**src/rtl/overlay_pkg.sv**
```systemverilog
package overlay_pkg;

    // RGB565 pixel with red in the top five bits
    typedef logic [15:0] pixel_t;

    // Unsigned screen coordinate
    typedef logic [10:0] coord_t;

    // Signed foreground coordinate and offset
    typedef logic signed [11:0] scoord_t;

    // Foreground opacity in eighths, 0 to 8
    typedef logic [3:0] opacity_t;

    // Log2 of full opacity
    localparam int OPACITY_SHIFT = 3;
    localparam opacity_t FULL_OPACITY = opacity_t'(1 << OPACITY_SHIFT);

    // Cycles from a background strobe to the matching foreground response
    localparam int FETCH_DELAY = 3;

    // Channel widths inside pixel_t
    localparam int RED_BITS   = 5;
    localparam int GREEN_BITS = 6;
    localparam int BLUE_BITS  = 5;

    // MODE_BG_ALT behaves as MODE_BG
    typedef enum logic [1:0]
    {
        MODE_BG     = 2'd0,
        MODE_CHROMA = 2'd1,
        MODE_BLEND  = 2'd2,
        MODE_BG_ALT = 2'd3
    } overlay_mode_t;

endpackage

```
**src/rtl/chroma_key.sv**
```systemverilog
`timescale 1ns/1ps

module chroma_key
    import overlay_pkg::*;
#(
    parameter pixel_t KEY_COLOR = 16'h07E0
)
(
    input  pixel_t bg_pixel,
    input  pixel_t fg_pixel,
    input  logic   fg_skip,
    output pixel_t key_pixel
);
    logic is_key;

    assign is_key = (fg_pixel == KEY_COLOR);

    // Background shows through uncovered or key-coloured positions
    always_comb
    begin
        if (fg_skip || is_key)
        begin
            key_pixel = bg_pixel;
        end
        else
        begin
            key_pixel = fg_pixel;
        end
    end

endmodule

```
**src/rtl/alpha_blend.sv**
```systemverilog
`timescale 1ns/1ps

module alpha_blend
    import overlay_pkg::*;
(
    input  pixel_t   bg_pixel,
    input  pixel_t   fg_pixel,
    input  logic     fg_skip,
    input  opacity_t opacity,
    output pixel_t   blend_pixel
);
    opacity_t               alpha;
    logic [RED_BITS-1:0]    red;
    logic [GREEN_BITS-1:0]  green;
    logic [BLUE_BITS-1:0]   blue;

    // Weighted sum of one channel
    // Narrower channels are zero extended to six bits
    function automatic logic [GREEN_BITS-1:0] mix(
        input logic [GREEN_BITS-1:0] f,
        input logic [GREEN_BITS-1:0] b,
        input opacity_t              a
    );
        logic [GREEN_BITS+OPACITY_SHIFT:0] sum;
        sum = f * a + b * (FULL_OPACITY - a);
        return sum[GREEN_BITS+OPACITY_SHIFT-1:OPACITY_SHIFT];
    endfunction

    // Anything above full opacity counts as full
    assign alpha = (opacity > FULL_OPACITY) ? FULL_OPACITY : opacity;

    assign red = RED_BITS'(mix(
        GREEN_BITS'(fg_pixel[15 -: RED_BITS]),
        GREEN_BITS'(bg_pixel[15 -: RED_BITS]),
        alpha));
    assign green = mix(
        fg_pixel[BLUE_BITS +: GREEN_BITS],
        bg_pixel[BLUE_BITS +: GREEN_BITS],
        alpha);
    assign blue = BLUE_BITS'(mix(
        GREEN_BITS'(fg_pixel[BLUE_BITS-1:0]),
        GREEN_BITS'(bg_pixel[BLUE_BITS-1:0]),
        alpha));

    assign blend_pixel = fg_skip ? bg_pixel : {red, green, blue};

endmodule

```
**src/rtl/overlay_pipeline.sv**
```systemverilog
`timescale 1ns/1ps

module overlay_pipeline
    import overlay_pkg::*;
#(
    parameter pixel_t KEY_COLOR = 16'h07E0
)
(
    input  logic          clk,
    input  logic          reset,
    input  logic          bg_valid,
    input  logic          bg_blank,
    input  coord_t        bg_x,
    input  coord_t        bg_y,
    input  pixel_t        bg_pixel,
    input  logic          fg_valid,
    input  logic          fg_skip,
    input  pixel_t        fg_pixel,
    input  overlay_mode_t mode,
    input  opacity_t      opacity,
    output logic          out_valid,
    output coord_t        out_x,
    output coord_t        out_y,
    output pixel_t        out_pixel
);
    // Background data waiting for the foreground response
    logic [FETCH_DELAY-1:0] dl_valid;
    logic [FETCH_DELAY-1:0] dl_blank;
    coord_t                 dl_x     [FETCH_DELAY];
    coord_t                 dl_y     [FETCH_DELAY];
    pixel_t                 dl_pixel [FETCH_DELAY];

    logic   emit;
    pixel_t key_pixel;
    pixel_t blend_pixel;

    always_ff @(posedge clk)
    begin
        if (reset)
        begin
            dl_valid <= '0;
        end
        else
        begin
            dl_valid <= {dl_valid[FETCH_DELAY-2:0], bg_valid};
        end
    end

    always_ff @(posedge clk)
    begin
        dl_blank    <= {dl_blank[FETCH_DELAY-2:0], bg_blank};
        dl_x[0]     <= bg_x;
        dl_y[0]     <= bg_y;
        dl_pixel[0] <= bg_pixel;
        for (int i = 1; i < FETCH_DELAY; i++)
        begin
            dl_x[i]     <= dl_x[i-1];
            dl_y[i]     <= dl_y[i-1];
            dl_pixel[i] <= dl_pixel[i-1];
        end
    end

    // Blanking pixels have no foreground response to wait for
    assign emit = dl_valid[FETCH_DELAY-1] && (dl_blank[FETCH_DELAY-1] || fg_valid);

    chroma_key #(
        .KEY_COLOR (KEY_COLOR)
    ) chroma_key_i (
        .bg_pixel  (dl_pixel[FETCH_DELAY-1]),
        .fg_pixel  (fg_pixel),
        .fg_skip   (fg_skip),
        .key_pixel (key_pixel)
    );

    alpha_blend alpha_blend_i (
        .bg_pixel    (dl_pixel[FETCH_DELAY-1]),
        .fg_pixel    (fg_pixel),
        .fg_skip     (fg_skip),
        .opacity     (opacity),
        .blend_pixel (blend_pixel)
    );

    always_ff @(posedge clk)
    begin
        if (reset)
        begin
            out_valid <= 1'b0;
        end
        else
        begin
            out_valid <= emit;
        end
    end

    always_ff @(posedge clk)
    begin
        if (emit)
        begin
            out_x <= dl_x[FETCH_DELAY-1];
            out_y <= dl_y[FETCH_DELAY-1];
            if (dl_blank[FETCH_DELAY-1])
            begin
                out_pixel <= '0;
            end
            else
            begin
                case (mode)
                    MODE_CHROMA: out_pixel <= key_pixel;
                    MODE_BLEND:  out_pixel <= blend_pixel;
                    // MODE_BG and MODE_BG_ALT
                    default:     out_pixel <= dl_pixel[FETCH_DELAY-1];
                endcase
            end
        end
    end

endmodule

```
**config.mk**
```make
export PLATFORM = sky130hd
export DESIGN_NAME = overlay_pipeline
export DESIGN_NICKNAME = d
export VERILOG_FILES = /design/src/rtl/overlay_pkg.sv /design/src/rtl/chroma_key.sv /design/src/rtl/alpha_blend.sv /design/src/rtl/overlay_pipeline.sv
export SDC_FILE = /design/constraint.sdc
export NUM_CORES = 1
export LEC_CHECK = 0
export BUFFER_PORTS_ARGS = -buffer_cell sky130_fd_sc_hd__buf_2
export CAP_MARGIN = 20
export CORE_ASPECT_RATIO = 0.8
export CORE_MARGIN = 2
export CORE_UTILIZATION = 55
export CTS_BUF_LIST = sky130_fd_sc_hd__clkbuf_4 sky130_fd_sc_hd__clkbuf_8 sky130_fd_sc_hd__clkbuf_16
export CTS_CLUSTER_SIZE = 20
export DETAILED_ROUTE_END_ITERATION = 10
export PLACE_DENSITY = 0.84
export SYNTH_ARGS = -nofsm -noshare
export SYNTH_HDL_FRONTEND = slang
export SYNTH_SLANG_ARGS = --single-unit
```
**constraint.sdc**
```tcl
create_clock -name clk -period 9.9 [get_ports clk]
set_clock_uncertainty 0.15 [all_clocks]
set_input_delay 1.98 -clock clk [delete_from_list [all_inputs] [get_ports clk]]
set_output_delay 1.98 -clock clk [all_outputs]
set_load 0.1 [all_outputs]
```
==> flow_metrics.tcl <==
set metrics [dict create \
    grt_pass1_vias 6133 \
    post_synth_inst_count 779 \
    worstPathRequired_ns 9.90 \
    ctsResizeCount 0 \
    layout-drive-gt1-share_pct 17.08 \
    finalWorstSetupSlack_ns 2.003 \
    status "completed" \
    post_cts_hold_buffer_count 0 \
    worstSkewPairLatency_ns 0.42 \
    antenna_cells 0 \
    drt-vias-per-instance 5.313 \
    grt_pass1_wl_um 31330 \
    route.final.wire_length_um 19420 \
    layout_common_cells "121 x sky130_fd_sc_hd__dfxtp_1, 114 x sky130_fd_sc_hd__inv_1, 104 x sky130_fd_sc_hd__buf_2" \
    crit_top_cell "sky130_fd_sc_hd__fa_1" \
    drt_first_pass_iters 6 \
    report.power.total_mw 1.925 \
    clk_path_buf_depth 2 \
    cts_tree "yes" \
    synth_area_per_cell_um2 10.99 \
    final_common_cell "sky130_fd_sc_hd__dfxtp_1" \
    first_iter_violations 575 \
    dominantRegCellSynth "sky130_fd_sc_hd__dfxtp_1" \
    setup.worst_path.start_class "primary input" \
    grt_setup_unrepaired "false" \
    leakage_nw 4.580 \
    hold_viol_final 0 \
    timing.final.crit_share_pct 79.76 \
    cts-buffers-inserted 17 \
    synth_seq_area_share_pct 41.63 \
    synth-async-reset-ratio_pct 0 \
    globalplace.congestion 0.8889 \
    max_freq_mhz 126.6 \
    placement_rows 40 \
    postRouteAntennaNets 0 \
    detail_route.wl_per_cell_um 17.65 \
    start_util_pct 56.64 \
    cp_slowest_stage_delay_ns 0.55 \
    powerDensity_mw_per_mm2 195.8 \
    slew_headroom_pct 33.61 \
    design.core.area_mm2 0.01511 \
    setup_viol 0 \
    grt_antenna_before_repair 0 \
    cts_sinks 159 \
    worstPathBufferInverterCount 7 \
    dpl.hpwl_um 14120 \
    worst_setup_hold_path_clk_slew_ns 0.07 \
    ys_ff_latch 159 \
    layout.nets 1083 \
    setup_total_negative_slack_ns 0 \
    timing.hold.worst.class "register to register" \
    cts_post_setup_buffers_inserted 0 \
    placement.io_buffers 104 \
    num_vias 5844 \
    synth_area_mm2 0.008561 \
    maximum_number_of_pins_on_one_net_before_global_route_repair 40 \
    crit_chain "buf_2 > nor2b_2 > buf_4 > inv_2 > ha_1 > xnor2_1 > buf_4 > nand2_1 > fa_1 > fa_1 > inv_1 > fa_1 > fa_1 > inv_1 > fa_1 > inv_1 > ha_1 > o21a_1 > nor3_1 > a311oi_1 > xnor3_1 > o221ai_1 > o21ai_1" \
    pre_cts_ws_ns 1.626 \
    synth.net_count 985 \
    drc 0 \
    drv_cap 0 \
    critPathTopFamily "adder cells" \
    placedInstanceArea_mm2 0.009258 \
    fp.dieArea_mm2 0.01659 \
    cts.root.buffer_cell "sky130_fd_sc_hd__clkbuf_16" \
    worst_setup_path_end_kind "register" \
    cp_max_fo 29 \
    globalRoute.totalOverflow 0 \
    io-pin-count 105 \
    synth-edff-count 38 \
    timing_max_transition_violations_final 0 \
    cts-htree-levels 4 \
    maximum_resistive_drop_on_vdd_v 0.0001749 \
    yosysWarningCount 0 \
    max_slew.worst_pin.slew_ns 0.9958 \
    timing.final.crit_period_ns 7.897 \
    fp.dieW_um 143.5 \
    postLayoutCellArea_mm2 0.009833 \
    total_global_routing_track_utilization_pct 25.01 \
    crit_type "primary input to register" \
    worstPathArrival_ns 7.89 \
    area.growth.synth_to_final_pct 14.86 \
    ys_types 56 \
    die_height_um 115.6 \
    critPathSlowestCell "sky130_fd_sc_hd__fa_1" \
]
## final cells by class
class / instances / area (µm²)
tap: 210 / 262.8
fill: 1182 / 5281
clock buffer: 17 / 425.4
multi-input combinational: 475 / 4442
inverter: 115 / 431.7
sequential: 159 / 3563
timing repair buffer: 109 / 558.0
clock inverter: 15 / 150.1
## power breakdown
part | switching [mW] | internal (mW)
logic | 0.329 | 0.257
clock network | 0.275 | 0.355
registers | 0.0161 | 0.693
total | 0.621 | 1.30
## worst reg2reg max path, stage by stage, from the launching register on
cell	delay, ns
sky130_fd_sc_hd__dfxtp_1	0.51
sky130_fd_sc_hd__nand2_1	0.16
sky130_fd_sc_hd__inv_1	0.10
sky130_fd_sc_hd__ha_1	0.25
sky130_fd_sc_hd__xor2_1	0.19
sky130_fd_sc_hd__fa_1	0.55
sky130_fd_sc_hd__inv_1	0.06
sky130_fd_sc_hd__fa_1	0.50
sky130_fd_sc_hd__fa_1	0.55
sky130_fd_sc_hd__inv_1	0.06
sky130_fd_sc_hd__fa_1	0.52
sky130_fd_sc_hd__inv_1	0.04
sky130_fd_sc_hd__ha_1	0.29
sky130_fd_sc_hd__o21a_1	0.14
sky130_fd_sc_hd__nor3_1	0.05
sky130_fd_sc_hd__a311oi_1	0.29
sky130_fd_sc_hd__xnor3_1	0.26
sky130_fd_sc_hd__o221ai_1	0.18
sky130_fd_sc_hd__o21ai_1	0.09
## stage by stage
| step | cells | hold WS, ns | util (%) |
|---|---|---|---|
| floorplan | 779 | 0.1596 | - |
| global placement | 1068 | 0.1597 | 61.25 |
| detailed placement | 1068 | 0.1621 | 61.25 |
| CTS | 1100 | 0.1728 | 65.06 |
| global route | 1100 | 0.1808 | 65.06 |
| finish | 1100 | 0.1719 | 65.06 |
## registers in the layout, indices dropped and copies added, names as in the netlist
register / cells
out_valid: 1
out_pixel: 16
dl_blank: 3
out_x: 11
dl_pixel: 48
dl_valid: 3
out_y: 11
dl_x: 33
dl_y: 33
## cell usage after synthesis (8+ instances only)
cell type	instances	share of area (%)
sky130_fd_sc_hd__xor2_1	13	1.3
sky130_fd_sc_hd__nand2_1	95	4.2
sky130_fd_sc_hd__nor2_1	25	1.1
sky130_fd_sc_hd__fa_1	84	20
sky130_fd_sc_hd__o21ai_0	11	0.64
sky130_fd_sc_hd__dfxtp_1	121	28
sky130_fd_sc_hd__xnor2_1	29	3.0
sky130_fd_sc_hd__and2_1	65	4.8
sky130_fd_sc_hd__ha_1	56	8.2
sky130_fd_sc_hd__a21oi_1	9	0.53
sky130_fd_sc_hd__inv_1	114	5.0
sky130_fd_sc_hd__edfxtp_1	38	13
sky130_fd_sc_hd__clkbuf_1	25	1.1
sky130_fd_sc_hd__nor2b_1	8	0.58
## logic make-up (layout without fill, tap and decap cells)
kind of cell / Yosys count / count (layout) / synth area share, %
xor+xnor: 44 / 44 / 4.750
mux: 3 / 3 / 0.3800
fa+ha+maj: 140 / 140 / 27.83
compound gates: 75 / 75 / 6.548
buf+inv: 145 / 256 / 6.504
simple gates: 213 / 213 / 12.36
flops: 159 / 159 / 41.63
## final timing paths
check	from	endpoint	slack [ns]	depth (start not counted)
worst max-delay path	opacity[3]	out_pixel[10]	2.00	23
worst min-delay path	dl_pixel[0][4]	dl_pixel[0][20]	0.17	0
worst max register to register	dl_pixel[0][38]	out_pixel[10]	4.70	18
worst min register to register	dl_pixel[0][4]	dl_pixel[0][20]	0.17	0
## layer usage
layer | wire length (µm) | vias up | GRT usage, %
li1 | - | 2675 | -
met1 | 7861 | 2810 | 32.57
met2 | 9551 | 306 | 41.62
met3 | 1558 | 53 | 6.405
met4 | 444 | 0 | 7.712
met5 | 0 | - | 0
Note: power is estimated with default switching activity, not from simulation.
