===== src/rtl/overlay_pkg.sv =====
package overlay_pkg;

    // RGB565 pixel with red in the top five bits
    typedef logic [15:0] pixel_t;

    // Unsigned screen coordinate
    typedef logic [10:0] coord_t;

    // Signed foreground coordinate and offset
    typedef logic signed [11:0] scoord_t;

    // Foreground opacity in eighths, 0 to 8
    typedef logic [3:0] opacity_t;

    // Log2 of full opacity
    localparam int OPACITY_SHIFT = 3;
    localparam opacity_t FULL_OPACITY = opacity_t'(1 << OPACITY_SHIFT);

    // Cycles from a background strobe to the matching foreground response
    localparam int FETCH_DELAY = 3;

    // Channel widths inside pixel_t
    localparam int RED_BITS   = 5;
    localparam int GREEN_BITS = 6;
    localparam int BLUE_BITS  = 5;

    // MODE_BG_ALT behaves as MODE_BG
    typedef enum logic [1:0]
    {
        MODE_BG     = 2'd0,
        MODE_CHROMA = 2'd1,
        MODE_BLEND  = 2'd2,
        MODE_BG_ALT = 2'd3
    } overlay_mode_t;

endpackage


===== src/rtl/fg_request.sv =====
`timescale 1ns/1ps

module fg_request
    import overlay_pkg::*;
#(
    parameter int FG_WIDTH  = 32,
    parameter int FG_HEIGHT = 16,
    localparam int ADDR_W   = $clog2(FG_WIDTH * FG_HEIGHT)
)
(
    input  logic              clk,
    input  logic              reset,
    input  logic              bg_valid,
    input  logic              bg_blank,
    input  coord_t            bg_x,
    input  coord_t            bg_y,
    input  logic [1:0]        fg_scale,
    input  scoord_t           fg_offset_x,
    input  scoord_t           fg_offset_y,
    input  coord_t            clip_left,
    input  coord_t            clip_right,
    input  coord_t            clip_top,
    input  coord_t            clip_bottom,
    output logic              req_valid,
    output logic              req_active,
    output logic [ADDR_W-1:0] req_addr
);
    // One bit wider than scoord_t so the subtraction cannot wrap
    logic signed [$bits(scoord_t):0] fx;
    logic signed [$bits(scoord_t):0] fy;
    logic                            in_image;
    logic                            in_clip;
    logic [ADDR_W-1:0]               addr_next;

    // Position relative to the foreground origin, then downscaled
    assign fx = ($signed({1'b0, bg_x}) - fg_offset_x) >>> fg_scale;
    assign fy = ($signed({1'b0, bg_y}) - fg_offset_y) >>> fg_scale;

    assign in_image = !fx[$bits(scoord_t)] && !fy[$bits(scoord_t)]
                   && (fx < FG_WIDTH) && (fy < FG_HEIGHT);

    assign in_clip = (bg_x >= clip_left) && (bg_x <= clip_right)
                  && (bg_y >= clip_top) && (bg_y <= clip_bottom);

    // Only meaningful when in_image holds
    assign addr_next = ADDR_W'(fy * FG_WIDTH + fx);

    // No request for blanking pixels
    always_ff @(posedge clk)
    begin
        if (reset)
        begin
            req_valid <= 1'b0;
        end
        else
        begin
            req_valid <= bg_valid && !bg_blank;
        end
    end

    always_ff @(posedge clk)
    begin
        req_active <= in_image && in_clip;
        req_addr   <= addr_next;
    end

endmodule


===== config.mk =====
export PLATFORM = sky130hd
export DESIGN_NAME = fg_request
export DESIGN_NICKNAME = d
export VERILOG_FILES = /design/src/rtl/overlay_pkg.sv /design/src/rtl/fg_request.sv
export SDC_FILE = /design/constraint.sdc
export NUM_CORES = 1
export LEC_CHECK = 0
export ABC_CLOCK_PERIOD_IN_PS = 3300
export BUFFER_PORTS_ARGS = -buffer_cell sky130_fd_sc_hd__buf_2
export CAP_MARGIN = 20
export CORE_UTILIZATION = 47
export CTS_CLUSTER_SIZE = 24
export DETAILED_ROUTE_END_ITERATION = 7
export GPL_ROUTABILITY_DRIVEN = 0
export MAX_ROUTING_LAYER = met4
export PLACE_DENSITY = 0.79
export RECOVER_POWER = 100
export SKIP_CTS_REPAIR_TIMING = 1
export SYNTH_ARGS = -nofsm -noshare
export SYNTH_HDL_FRONTEND = slang
export SYNTH_SLANG_ARGS = --single-unit

===== constraint.sdc =====
create_clock -name clk -period 3.3 [get_ports clk]
set_clock_uncertainty 0.1 [all_clocks]
set_input_delay 0.66 -clock clk [delete_from_list [all_inputs] [get_ports clk]]
set_output_delay 0.66 -clock clk [all_outputs]
set_load 0.05 [all_outputs]

==> reports/results.md, run 1 <==
| Step | Quantity | Reported |
|---|---|---|
| placement | HPWL after DPL | 6640 µm |
| power | Lkg Pwr | 2.11 nW |
| clocking | CTS sink cnt | 11 |
| global route | Wire length of the first global-routing pass | 12700 µm |
| power | P_int | 0.601 mW |
| flow run | Number of maximum-capacitance violations | 0 |
| timing | Hold Violations, Final | 0 |
| clocking | Clock tree from TritonCTS | done |
| global route | GRT met1 Usage | 29.4% |
| yosys | Async set-or-reset flop fraction in the synthesized netlist | 0% |
| clocking | Cell at the root of the clock tree | clkbuf_8 |
| timing | Slew at the pin with the worst max-slew slack | 0.598 ns |
| yosys | Area leader, netlist | ha_1 |
| detailed routing | Total vias in the final route | 3216 |
| timing | RSZ-0062 raised after global routing | false |
| global route | Number of antenna violations at the first check in global routing | 0 |
| cells and area | Total inserted antenna cells | 0 |
| cells and area | Register cell area after layout | 220 µm² |
| power | Portion of total power attributed to the clock network | 10.9% |
| die | Number of top-level pins | 107 |
| detailed routing | Post-route antenna net violation count | 0 |
| cells and area | Area growth from synthesis to layout | 26.9% |
| yosys | Area share of the largest cell type after synthesis | 28.3% |
| timing | Setup violations, final | 0 |
| yosys | Count of yosys warnings during synthesis | 0 |
| cells and area | Final #Nets | 691 |
| yosys | Number of cells produced by synthesis | 397 |
| clocking | Max Root-Sink Buffers | 2 |
| global route | Largest net degree at the start of global routing | 22 |
| status | Result of the run | finished clean |
| clocking | Post-CTS clock slew at the launch and capture registers of the worst setup and hold paths | 0.04 ns |
| setup path | Nature of the critical path endpoint | flip-flop |
| clocking | Number of buffers added by the clock tree synthesis step | 3 |
| yosys | Number of nets in the synthesized netlist | 565 |
| die | Die footprint | 6820 µm² |
| setup path | Largest fanout on the critical path | 3 |
| global route | Met2 usage in global routing | 42.8% |
| detailed routing | DRC | 0 |
| global route | Via count of the first global-routing pass | 3109 |
| power | Switching power as a share of total power | 47.6% |
| timing | Post-route clock period utilization | 96.2% |
| setup path | Critical Path AT | 3.18 ns |
| setup path | Origin of the worst setup path | bg_x[0] |
| power | Power per Cell Area | 296 nW/µm² |
| detailed routing | Initial drt markers | 126 |
| timing | Number of pins exceeding their max-slew limit in the final report | 0 |
| yosys | Post-synth design cell area | 3050 µm² |
| yosys | Top post-synthesis cells by count | inv_1 (70), ha_1 (69), a21oi_1 (33) |
| die | DIE WIDTH | 82.6 µm |
| yosys | Top post-synthesis cells by area | ha_1 (28%), inv_1 (8.6%), dfxtp_1 (7.2%) |
| setup path | Startpoint-to-endpoint class of the critical path | in -> reg |
| detailed routing | Router iterations before antenna repair | 4 |
| die | Site row count | 28 |
| timing | Worst slew margin | 60.3% |
| placement | Cell count after placement | 592 |
| yosys | Most common cell in the synthesized netlist | inv_1 |
| power | Combinational group share of total power | 73.2% |
| cells and area | Multi-input gate area | 2570 µm² |
| power | Net switching power figure | 0.546 mW |
| cells and area | Fill cell count | 561 |
| power | IR Drop Worst-Case VDD | 0.511 mV |
| power | Relative contribution of sequential cells to total power | 15.9% |
| timing | Final period demand of the worst path | 3.18 ns |
| yosys | Number of distinct library cells after synthesis | 63 |
| cells and area | Fraction of layout cells with a size suffix above 1 | 28.4% |
| yosys | Number of synthesized flops with an enable pin | 0 |
| global route | GRT met3 Usage | 1.43% |
| die | Core ar. | 6100 µm² |
| cells and area | Post-route non-filler standard cell count | 597 |
| clocking | CTS H-Tree Depth | 1 |
| die | Effective utilization at floorplan | 50.1% |
| placement | Port buffer count | 106 |
| global route | Global-route layer with the greatest usage | met2 |
| setup path | Worst setup path endpoint | req_addr[6] |
| timing | Setup TNS Final | 0 ns |
| yosys | Post-synthesis area per instance | 7.69 µm² |
| global route | Total gr overflow | 0 |
| die | Die height | 82.6 µm |
| detailed routing | Total wire length after detailed routing | 7580 µm |
| yosys | Dominant synthesized flop cell | dfxtp_1 |
| setup path | Startpoint type of the worst setup path | input port |
| setup path | Endpoint required time on the critical path | 3.30 ns |
| detailed routing | DR vias/cell | 5.39 |
| min path | Classification of the worst-slack hold path | in -> reg |
| yosys | Sequential cell area fraction in the yosys report | 7.22% |
| global route | All-layer global routing usage | 23.7% |
| timing | Achievable clock frequency | 315 MHz |
| yosys | Number of synthesized register bits | 11 |
| detailed routing | Drt wl/cell | 12.7 µm |
## area by class of cell
| cell class | count | area share [%] |
|---|---|---|
| Clock buffer | 4 | 1.16 |
| Sequential cell | 11 | 5.69 |
| Multi-Input combinational cell | 308 | 66.4 |
| Inverter | 72 | 6.98 |
| Tap cell | 75 | 2.42 |
| Timing Repair Buffer | 127 | 17.3 |
## layer usage
| layer | wire (µm) | share of wire (%) | vias to the layer above |
|---|---|---|---|
| met5 | 0 | 0 | - |
| met4 | 27 | 0.36 | 0 |
| met3 | 375 | 4.9 | 6 |
| met2 | 3680 | 49 | 86 |
| met1 | 3500 | 46 | 1439 |
| li1 | - | - | 1685 |
## state kept, by name (all words and copies together), names as in the netlist
register and count:
req_active 1, req_valid 1, req_addr 9
## worst max-delay path, stage by stage
cell,delay [ns]
buf_2,0.08
inv_1,0.05
ha_2,0.19
fa_2,0.34
nand2b_4,0.16
a21oi_4,0.14
o21ai_1,0.08
a21oi_1,0.19
xor2_1,0.29
mux2i_1,0.17
mux2i_1,0.20
ha_2,0.22
fa_1,0.41
## worst min path at each step
stage                     slack, ns         to  cells after the start      from
after floorplan                0.64  req_valid                      1  bg_blank
after global placement         0.72  req_valid                      2  bg_blank
after detailed placement       0.73  req_valid                      2     reset
after CTS                      0.48  req_valid                      2     reset
after global routing           0.50  req_valid                      2     reset
final                          0.49  req_valid                      2     reset
## cell usage in the layout, fill, tap and decap left out, types with 4 or more instances in the layout
cell type / Yosys / final
a211oi_1: 4 / 4
a21o_1: 4 / 4
a21oi_1: 33 / 31
buf_2: 2 / 95
buf_4: 0 / 18
clkbuf_1: 4 / 13
dfxtp_1: 11 / 11
ha_1: 69 / 67
inv_1: 70 / 70
mux2i_1: 15 / 14
nand2_1: 15 / 15
nand3_1: 11 / 11
nand4_1: 7 / 7
nor2_1: 26 / 26
nor3_1: 12 / 12
o21a_1: 11 / 11
o21ai_0: 11 / 11
o21ai_1: 5 / 5
xnor2_1: 12 / 12
xor2_1: 5 / 5
## power groups by stage
stage	Combinational (mW)	Sequential (mW)	Clock, mW
6_report	0.840	0.182	0.126
3_3_place_gp	0.807	0.183	0
2_1_floorplan	0.448	0.323	0
4_1_cts	0.839	0.181	0.131
3_5_place_dp	0.833	0.183	0
5_1_grt	0.928	0.188	0.136
## logic make-up after synthesis
family                   Yosys count  synth area share [%]
AO/OA/AOI/OAI                    104                  25.1
XOR/XNOR                          17                  4.88
adder cells (fa/ha/maj)           72                  30.3
buffers and inverters             78                  9.68
flip-flops                        11                  7.22
multiplexers                      17                  6.03
AND/OR/NAND/NOR                   98                  16.8
## through the flow
step                      total power [mW]  util [%]  cell area (µm²)  hold WS (ns)  setup WS (ns)
after floorplan                      0.771         -             3070         0.635         0.0155
after global placement               0.990      62.7             3820         0.723       -0.00753
after detailed placement              1.02      62.7             3820         0.727         -0.140
after CTS                             1.15      63.4             3870         0.481         0.0910
after global routing                  1.25      63.5             3870         0.499        0.00762
final                                 1.15      63.5             3870         0.486          0.124
No activity file was read; power rests on OpenSTA's default activity.
==> inputs of run 2 (changes only) <==
--- a/config.mk
+++ b/config.mk
@@ -5,15 +5,15 @@
 export SDC_FILE = /design/constraint.sdc
 export NUM_CORES = 1
 export LEC_CHECK = 0
-export ABC_CLOCK_PERIOD_IN_PS = 3300
+export ABC_CLOCK_PERIOD_IN_PS = 4100
 export BUFFER_PORTS_ARGS = -buffer_cell sky130_fd_sc_hd__buf_2
 export CAP_MARGIN = 20
-export CORE_UTILIZATION = 47
+export CORE_UTILIZATION = 56
 export CTS_CLUSTER_SIZE = 24
 export DETAILED_ROUTE_END_ITERATION = 7
 export GPL_ROUTABILITY_DRIVEN = 0
 export MAX_ROUTING_LAYER = met4
-export PLACE_DENSITY = 0.79
+export PLACE_DENSITY = 0.88
 export RECOVER_POWER = 100
 export SKIP_CTS_REPAIR_TIMING = 1
 export SYNTH_ARGS = -nofsm -noshare
==> constraint.sdc (replaced) <==
create_clock -name clk -period 4.1 [get_ports clk]
set_clock_uncertainty 0.1 [all_clocks]
set_input_delay 0.82 -clock clk [delete_from_list [all_inputs] [get_ports clk]]
set_output_delay 0.82 -clock clk [all_outputs]
set_load 0.05 [all_outputs]
==> reports/results.md, run 2 (synthesis gave the netlist of run 1 again) <==
| Step | Quantity | Reported |
|---|---|---|
| clocking | Number of buffers added by the clock tree synthesis step | 3 |
| detailed routing | DRC | 0 |
| global route | Number of antenna violations at the first check in global routing | 0 |
| placement | HPWL after DPL | 6410 µm |
| clocking | Cell at the root of the clock tree | clkbuf_8 |
| cells and area | Leading registers by flop count | req_addr (9), req_active (1), req_valid (1) |
| detailed routing | DR vias/cell | 5.59 |
| detailed routing | Drt wl/cell | 12.8 µm |
| min path | Worst min-delay path endpoint | req_valid |
| global route | All-layer global routing usage | 27.5% |
| setup path | Endpoint required time on the critical path | 4.12 ns |
| timing | RSZ-0062 raised after global routing | false |
| power | Power per Cell Area | 237 nW/µm² |
| global route | Wire length of the first global-routing pass | 12200 µm |
| clocking | Clock tree from TritonCTS | done |
| detailed routing | Total wire length after detailed routing | 7310 µm |
| timing | Achievable clock frequency | 268 MHz |
| clocking | CTS sink cnt | 11 |
| placement | Cell count after placement | 567 |
| cells and area | Leading cell type in the layout, fill and taps excluded | buf_2 |
| status | Result of the run | finished clean |
| cells and area | Fraction of layout cells with a size suffix above 1 | 23.6% |
| flow run | Number of maximum-capacitance violations | 0 |
| timing | Slew at the pin with the worst max-slew slack | 0.922 ns |
| setup path | Critical Path AT | 3.75 ns |
| min path | Classification of the worst-slack hold path | in -> reg |
| cells and area | Post-route non-filler standard cell count | 571 |
| die | Core ar. | 5170 µm² |
| detailed routing | Router iterations before antenna repair | 5 |
| die | Die height | 75.8 µm |
| setup path | Largest fanout on the critical path | 5 |
| clocking | Max Root-Sink Buffers | 2 |
| power | Lkg Pwr | 2.00 nW |
| detailed routing | Total vias in the final route | 3190 |
| timing | Number of pins exceeding their max-slew limit in the final report | 0 |
| setup path | Nature of the critical path endpoint | flip-flop |
| global route | Total gr overflow | 0 |
| setup path | Startpoint-to-endpoint class of the critical path | in -> reg |
| setup path | Startpoint type of the worst setup path | input port |
| placement | Port buffer count | 106 |
| timing | Hold Violations, Final | 0 |
| cells and area | Total inserted antenna cells | 0 |
| detailed routing | Post-route antenna net violation count | 0 |
| timing | Setup TNS Final | 0 ns |
| die | Number of top-level pins | 107 |
| cells and area | Final #Nets | 670 |
| cells and area | Commonest non-fill, non-tap cells in the layout | buf_2 (94), inv_1 (70), ha_1 (69), a21oi_1 (33), nor2_1 (26) |
| timing | Setup violations, final | 0 |
| die | Site row count | 26 |
| global route | Via count of the first global-routing pass | 3045 |
| setup path | Origin of the worst setup path | bg_x[0] |
| cells and area | Number of flip-flops in the largest register | 9 |
| timing | Final period demand of the worst path | 3.73 ns |
| cells and area | Area growth from synthesis to layout | 19.8% |
| timing | Worst slew margin | 36.9% |
| clocking | CTS H-Tree Depth | 1 |
| detailed routing | Initial drt markers | 192 |
| min path | Beginning of the worst hold path | bg_blank |
| cells and area | Register containing the most flip-flops in the final layout | req_addr |
| die | Effective utilization at floorplan | 59.0% |
| timing | Post-route clock period utilization | 91.0% |
| clocking | Post-CTS clock slew at the launch and capture registers of the worst setup and hold paths | 0.04 ns |
| die | DIE WIDTH | 75.8 µm |
| global route | Largest net degree at the start of global routing | 23 |
| power | IR Drop Worst-Case VDD | 0.387 mV |
| die | Die footprint | 5750 µm² |
| min path | Hold Crit Depth | 2 |
-- run 2: cell types whose count changed in the layout (fill, tap and decap cells not counted), sizes merged --
| cell | previous run | this run |
|---|---|---|
| clkbuf | 18 | 16 |
| buf | 113 | 94 |
-- run 2: cell type report --
| type | count | area (µm²) |
|---|---|---|
| Tap cell | 70 | 87.6 |
| Timing Repair Buffer | 106 | 515 |
| Fill cell | 421 | 1520 |
| Multi-Input combinational cell | 308 | 2520 |
| Clock buffer | 4 | 45.0 |
| Inverter | 72 | 270 |
| Sequential cell | 11 | 220 |
-- run 2: metal layers --
layer / GRT usage [%] / wire, µm / vias up
met3: 1.19 / 297 / 12
met5: - / 0 / -
met2: 48.6 / 3520 / 111
li1: - / - / 1639
met1: 33.7 / 3410 / 1428
met4: 8.02 / 83 / 0
-- run 2: per-stage QoR --
stage               hold WS [ns]  setup WS [ns]  total power [mW]  util (%)  instance area (µm²)
CTS                        0.642          0.402             0.879      71.3                 3690
detailed placement         0.891          0.155             0.771      70.5                 3640
global placement           0.883          0.329             0.750      70.5                 3640
floorplan                  0.795          0.532             0.615         -                 3050
global route               0.666          0.168             0.948      70.7                 3660
finish                     0.648          0.371             0.866      70.7                 3660
-- run 2: worst max-delay path by stage --
stage | to | slack [ns]
after CTS | req_addr[8] | 0.40
after global placement | req_addr[8] | 0.33
after floorplan | req_addr[8] | 0.53
after global routing | req_addr[8] | 0.17
final | req_addr[8] | 0.37
after detailed placement | req_addr[8] | 0.16
-- run 2: report_power, final --
part	internal, mW	switching, mW	leakage (nW)	total (mW)
clock	0.0678	0.0353	0.0228	0.103
sequential	0.139	0.00637	0.0922	0.146
combinational	0.234	0.383	1.89	0.617
-- run 2: worst max-delay path, cell delays in order --
cell	delay (ns)
buf_2	0.08
inv_1	0.07
ha_1	0.23
fa_1	0.41
nand2b_1	0.19
a21oi_2	0.24
o21ai_0	0.14
a21oi_1	0.20
xor2_1	0.29
mux2i_4	0.13
mux2i_1	0.26
ha_1	0.29
a21o_1	0.15
a21oi_1	0.16
xnor2_1	0.08
==> inputs of run 3 (changes only) <==
--- a/config.mk
+++ b/config.mk
@@ -8,6 +8,7 @@
 export ABC_CLOCK_PERIOD_IN_PS = 4100
 export BUFFER_PORTS_ARGS = -buffer_cell sky130_fd_sc_hd__buf_2
 export CAP_MARGIN = 20
+export CORE_ASPECT_RATIO = 0.9
 export CORE_UTILIZATION = 56
 export CTS_CLUSTER_SIZE = 24
 export DETAILED_ROUTE_END_ITERATION = 7
==> reports/results.md, run 3 (synthesis gave the netlist of run 1 again) <==
| Step | Quantity | Reported |
|---|---|---|
| power | Lkg Pwr | 2.01 nW |
| clocking | Cell at the root of the clock tree | clkbuf_8 |
| setup path | Startpoint-to-endpoint class of the critical path | in -> reg |
| clocking | Clock tree from TritonCTS | done |
| timing | Setup violations, final | 0 |
| setup path | Critical Path AT | 3.84 ns |
| placement | HPWL after DPL | 6430 µm |
| power | Total power | 0.880 mW |
| timing | Worst Hold Slack | 0.639 ns |
| clocking | Max Root-Sink Buffers | 2 |
| cells and area | Total inserted antenna cells | 0 |
| timing | RSZ-0062 raised after global routing | false |
| die | Die height | 72.0 µm |
| cells and area | Final #Nets | 672 |
| timing | Post-route clock period utilization | 93.1% |
| setup path | Endpoint required time on the critical path | 4.12 ns |
| detailed routing | Initial drt markers | 225 |
| detailed routing | DRC | 0 |
| timing | Number of pins exceeding their max-slew limit in the final report | 0 |
| die | Site row count | 25 |
| flow run | Number of maximum-capacitance violations | 0 |
| clocking | CTS H-Tree Depth | 1 |
| cells and area | Register containing the most flip-flops in the final layout | req_addr |
| global route | Number of antenna violations at the first check in global routing | 0 |
| min path | Classification of the worst-slack hold path | in -> reg |
| global route | Total gr overflow | 0 |
| timing | Hold Violations, Final | 0 |
| cells and area | Commonest non-fill, non-tap cells in the layout | buf_2 (94), inv_1 (70), ha_1 (69), a21oi_1 (33), nor2_1 (26) |
| detailed routing | Post-route antenna net violation count | 0 |
| die | DIE WIDTH | 79.8 µm |
| global route | Via count of the first global-routing pass | 2898 |
| die | Die footprint | 5750 µm² |
| cells and area | Number of flip-flops in the largest register | 9 |
| cells and area | Fill cell count | 430 |
| detailed routing | DR vias/cell | 5.51 |
| timing | Achievable clock frequency | 262 MHz |
| setup path | Startpoint type of the worst setup path | input port |
| cells and area | Fraction of layout cells with a size suffix above 1 | 23.9% |
| detailed routing | Total wire length after detailed routing | 7430 µm |
| cells and area | Area growth from synthesis to layout | 20.6% |
| clocking | Number of buffers added by the clock tree synthesis step | 3 |
| detailed routing | Drt wl/cell | 13.0 µm |
| placement | Port buffer count | 106 |
| cells and area | Leading cell type in the layout, fill and taps excluded | buf_2 |
| timing | Slew at the pin with the worst max-slew slack | 0.611 ns |
| setup path | Nature of the critical path endpoint | flip-flop |
| status | Result of the run | finished clean |
| timing | Final period demand of the worst path | 3.82 ns |
| setup path | Largest fanout on the critical path | 5 |
| global route | Wire length of the first global-routing pass | 12100 µm |
| power | Power per Cell Area | 239 nW/µm² |
| global route | All-layer global routing usage | 26.2% |
| die | Number of top-level pins | 107 |
| clocking | Post-CTS clock slew at the launch and capture registers of the worst setup and hold paths | 0.05 ns |
| die | Core ar. | 5260 µm² |
| timing | Setup TNS Final | 0 ns |
| detailed routing | Total vias in the final route | 3141 |
| detailed routing | Router iterations before antenna repair | 4 |
| timing | Worst slew margin | 59.5% |
| cells and area | Leading registers by flop count | req_addr (9), req_active (1), req_valid (1) |
| die | Effective utilization at floorplan | 58.1% |
| global route | Largest net degree at the start of global routing | 22 |
| clocking | CTS sink cnt | 11 |
| power | IR Drop Worst-Case VDD | 0.200 mV |
==> run 3: worst max-delay path, cell delays in order <==
cell	delay [ns]
buf_2	0.08
inv_1	0.07
ha_1	0.24
fa_1	0.40
nand2b_1	0.19
a21oi_2	0.24
o21ai_0	0.14
a21oi_1	0.20
xor2_1	0.35
mux2i_4	0.13
mux2i_1	0.26
ha_1	0.29
a21o_1	0.16
a21oi_1	0.18
xnor2_1	0.09
==> run 3: final cells by class <==
class | instances | area, µm² | area share (%)
Multi-Input combinational cell | 308 | 2530 | 68.8
Sequential cell | 11 | 220 | 5.98
Timing Repair Buffer | 108 | 531 | 14.4
Tap cell | 67 | 83.8 | 2.28
Clock buffer | 4 | 45.0 | 1.22
Inverter | 72 | 270 | 7.34
==> run 3: routing by layer <==
| layer | vias to the layer above | routed length, µm | track usage, % | part of all wire [%] |
|---|---|---|---|---|
| met5 | - | 0 | - | 0 |
| met4 | 0 | 62 | 4.56 | 0.83 |
| met3 | 7 | 373 | 1.89 | 5.0 |
| met2 | 100 | 3510 | 47.7 | 47 |
| met1 | 1402 | 3480 | 32.1 | 47 |
| li1 | 1632 | - | - | - |
==> run 3: worst paths after layout <==
kind,start,endpoint,cells past startpoint
max,bg_x[0],req_addr[8],15
min,bg_blank,req_valid,2
==> run 3: metrics by stage <==
stage	util, %	instances	setup slack [ns]	area, µm²
2_1_floorplan	-	397	0.532	3050
3_3_place_gp	69.6	566	0.325	3660
3_5_place_dp	69.6	566	0.0919	3660
4_1_cts	70.4	570	0.315	3700
5_1_grt	70.0	570	0.0549	3680
6_report	70.0	570	0.282	3680
==> run 3: power breakdown <==
| group | switching (mW) | leakage (nW) | internal, mW |
|---|---|---|---|
| sequential | 0.00868 | 0.0922 | 0.140 |
| clock | 0.0394 | 0.0228 | 0.0681 |
| combinational | 0.388 | 1.90 | 0.236 |
| total | 0.436 | 2.01 | 0.444 |
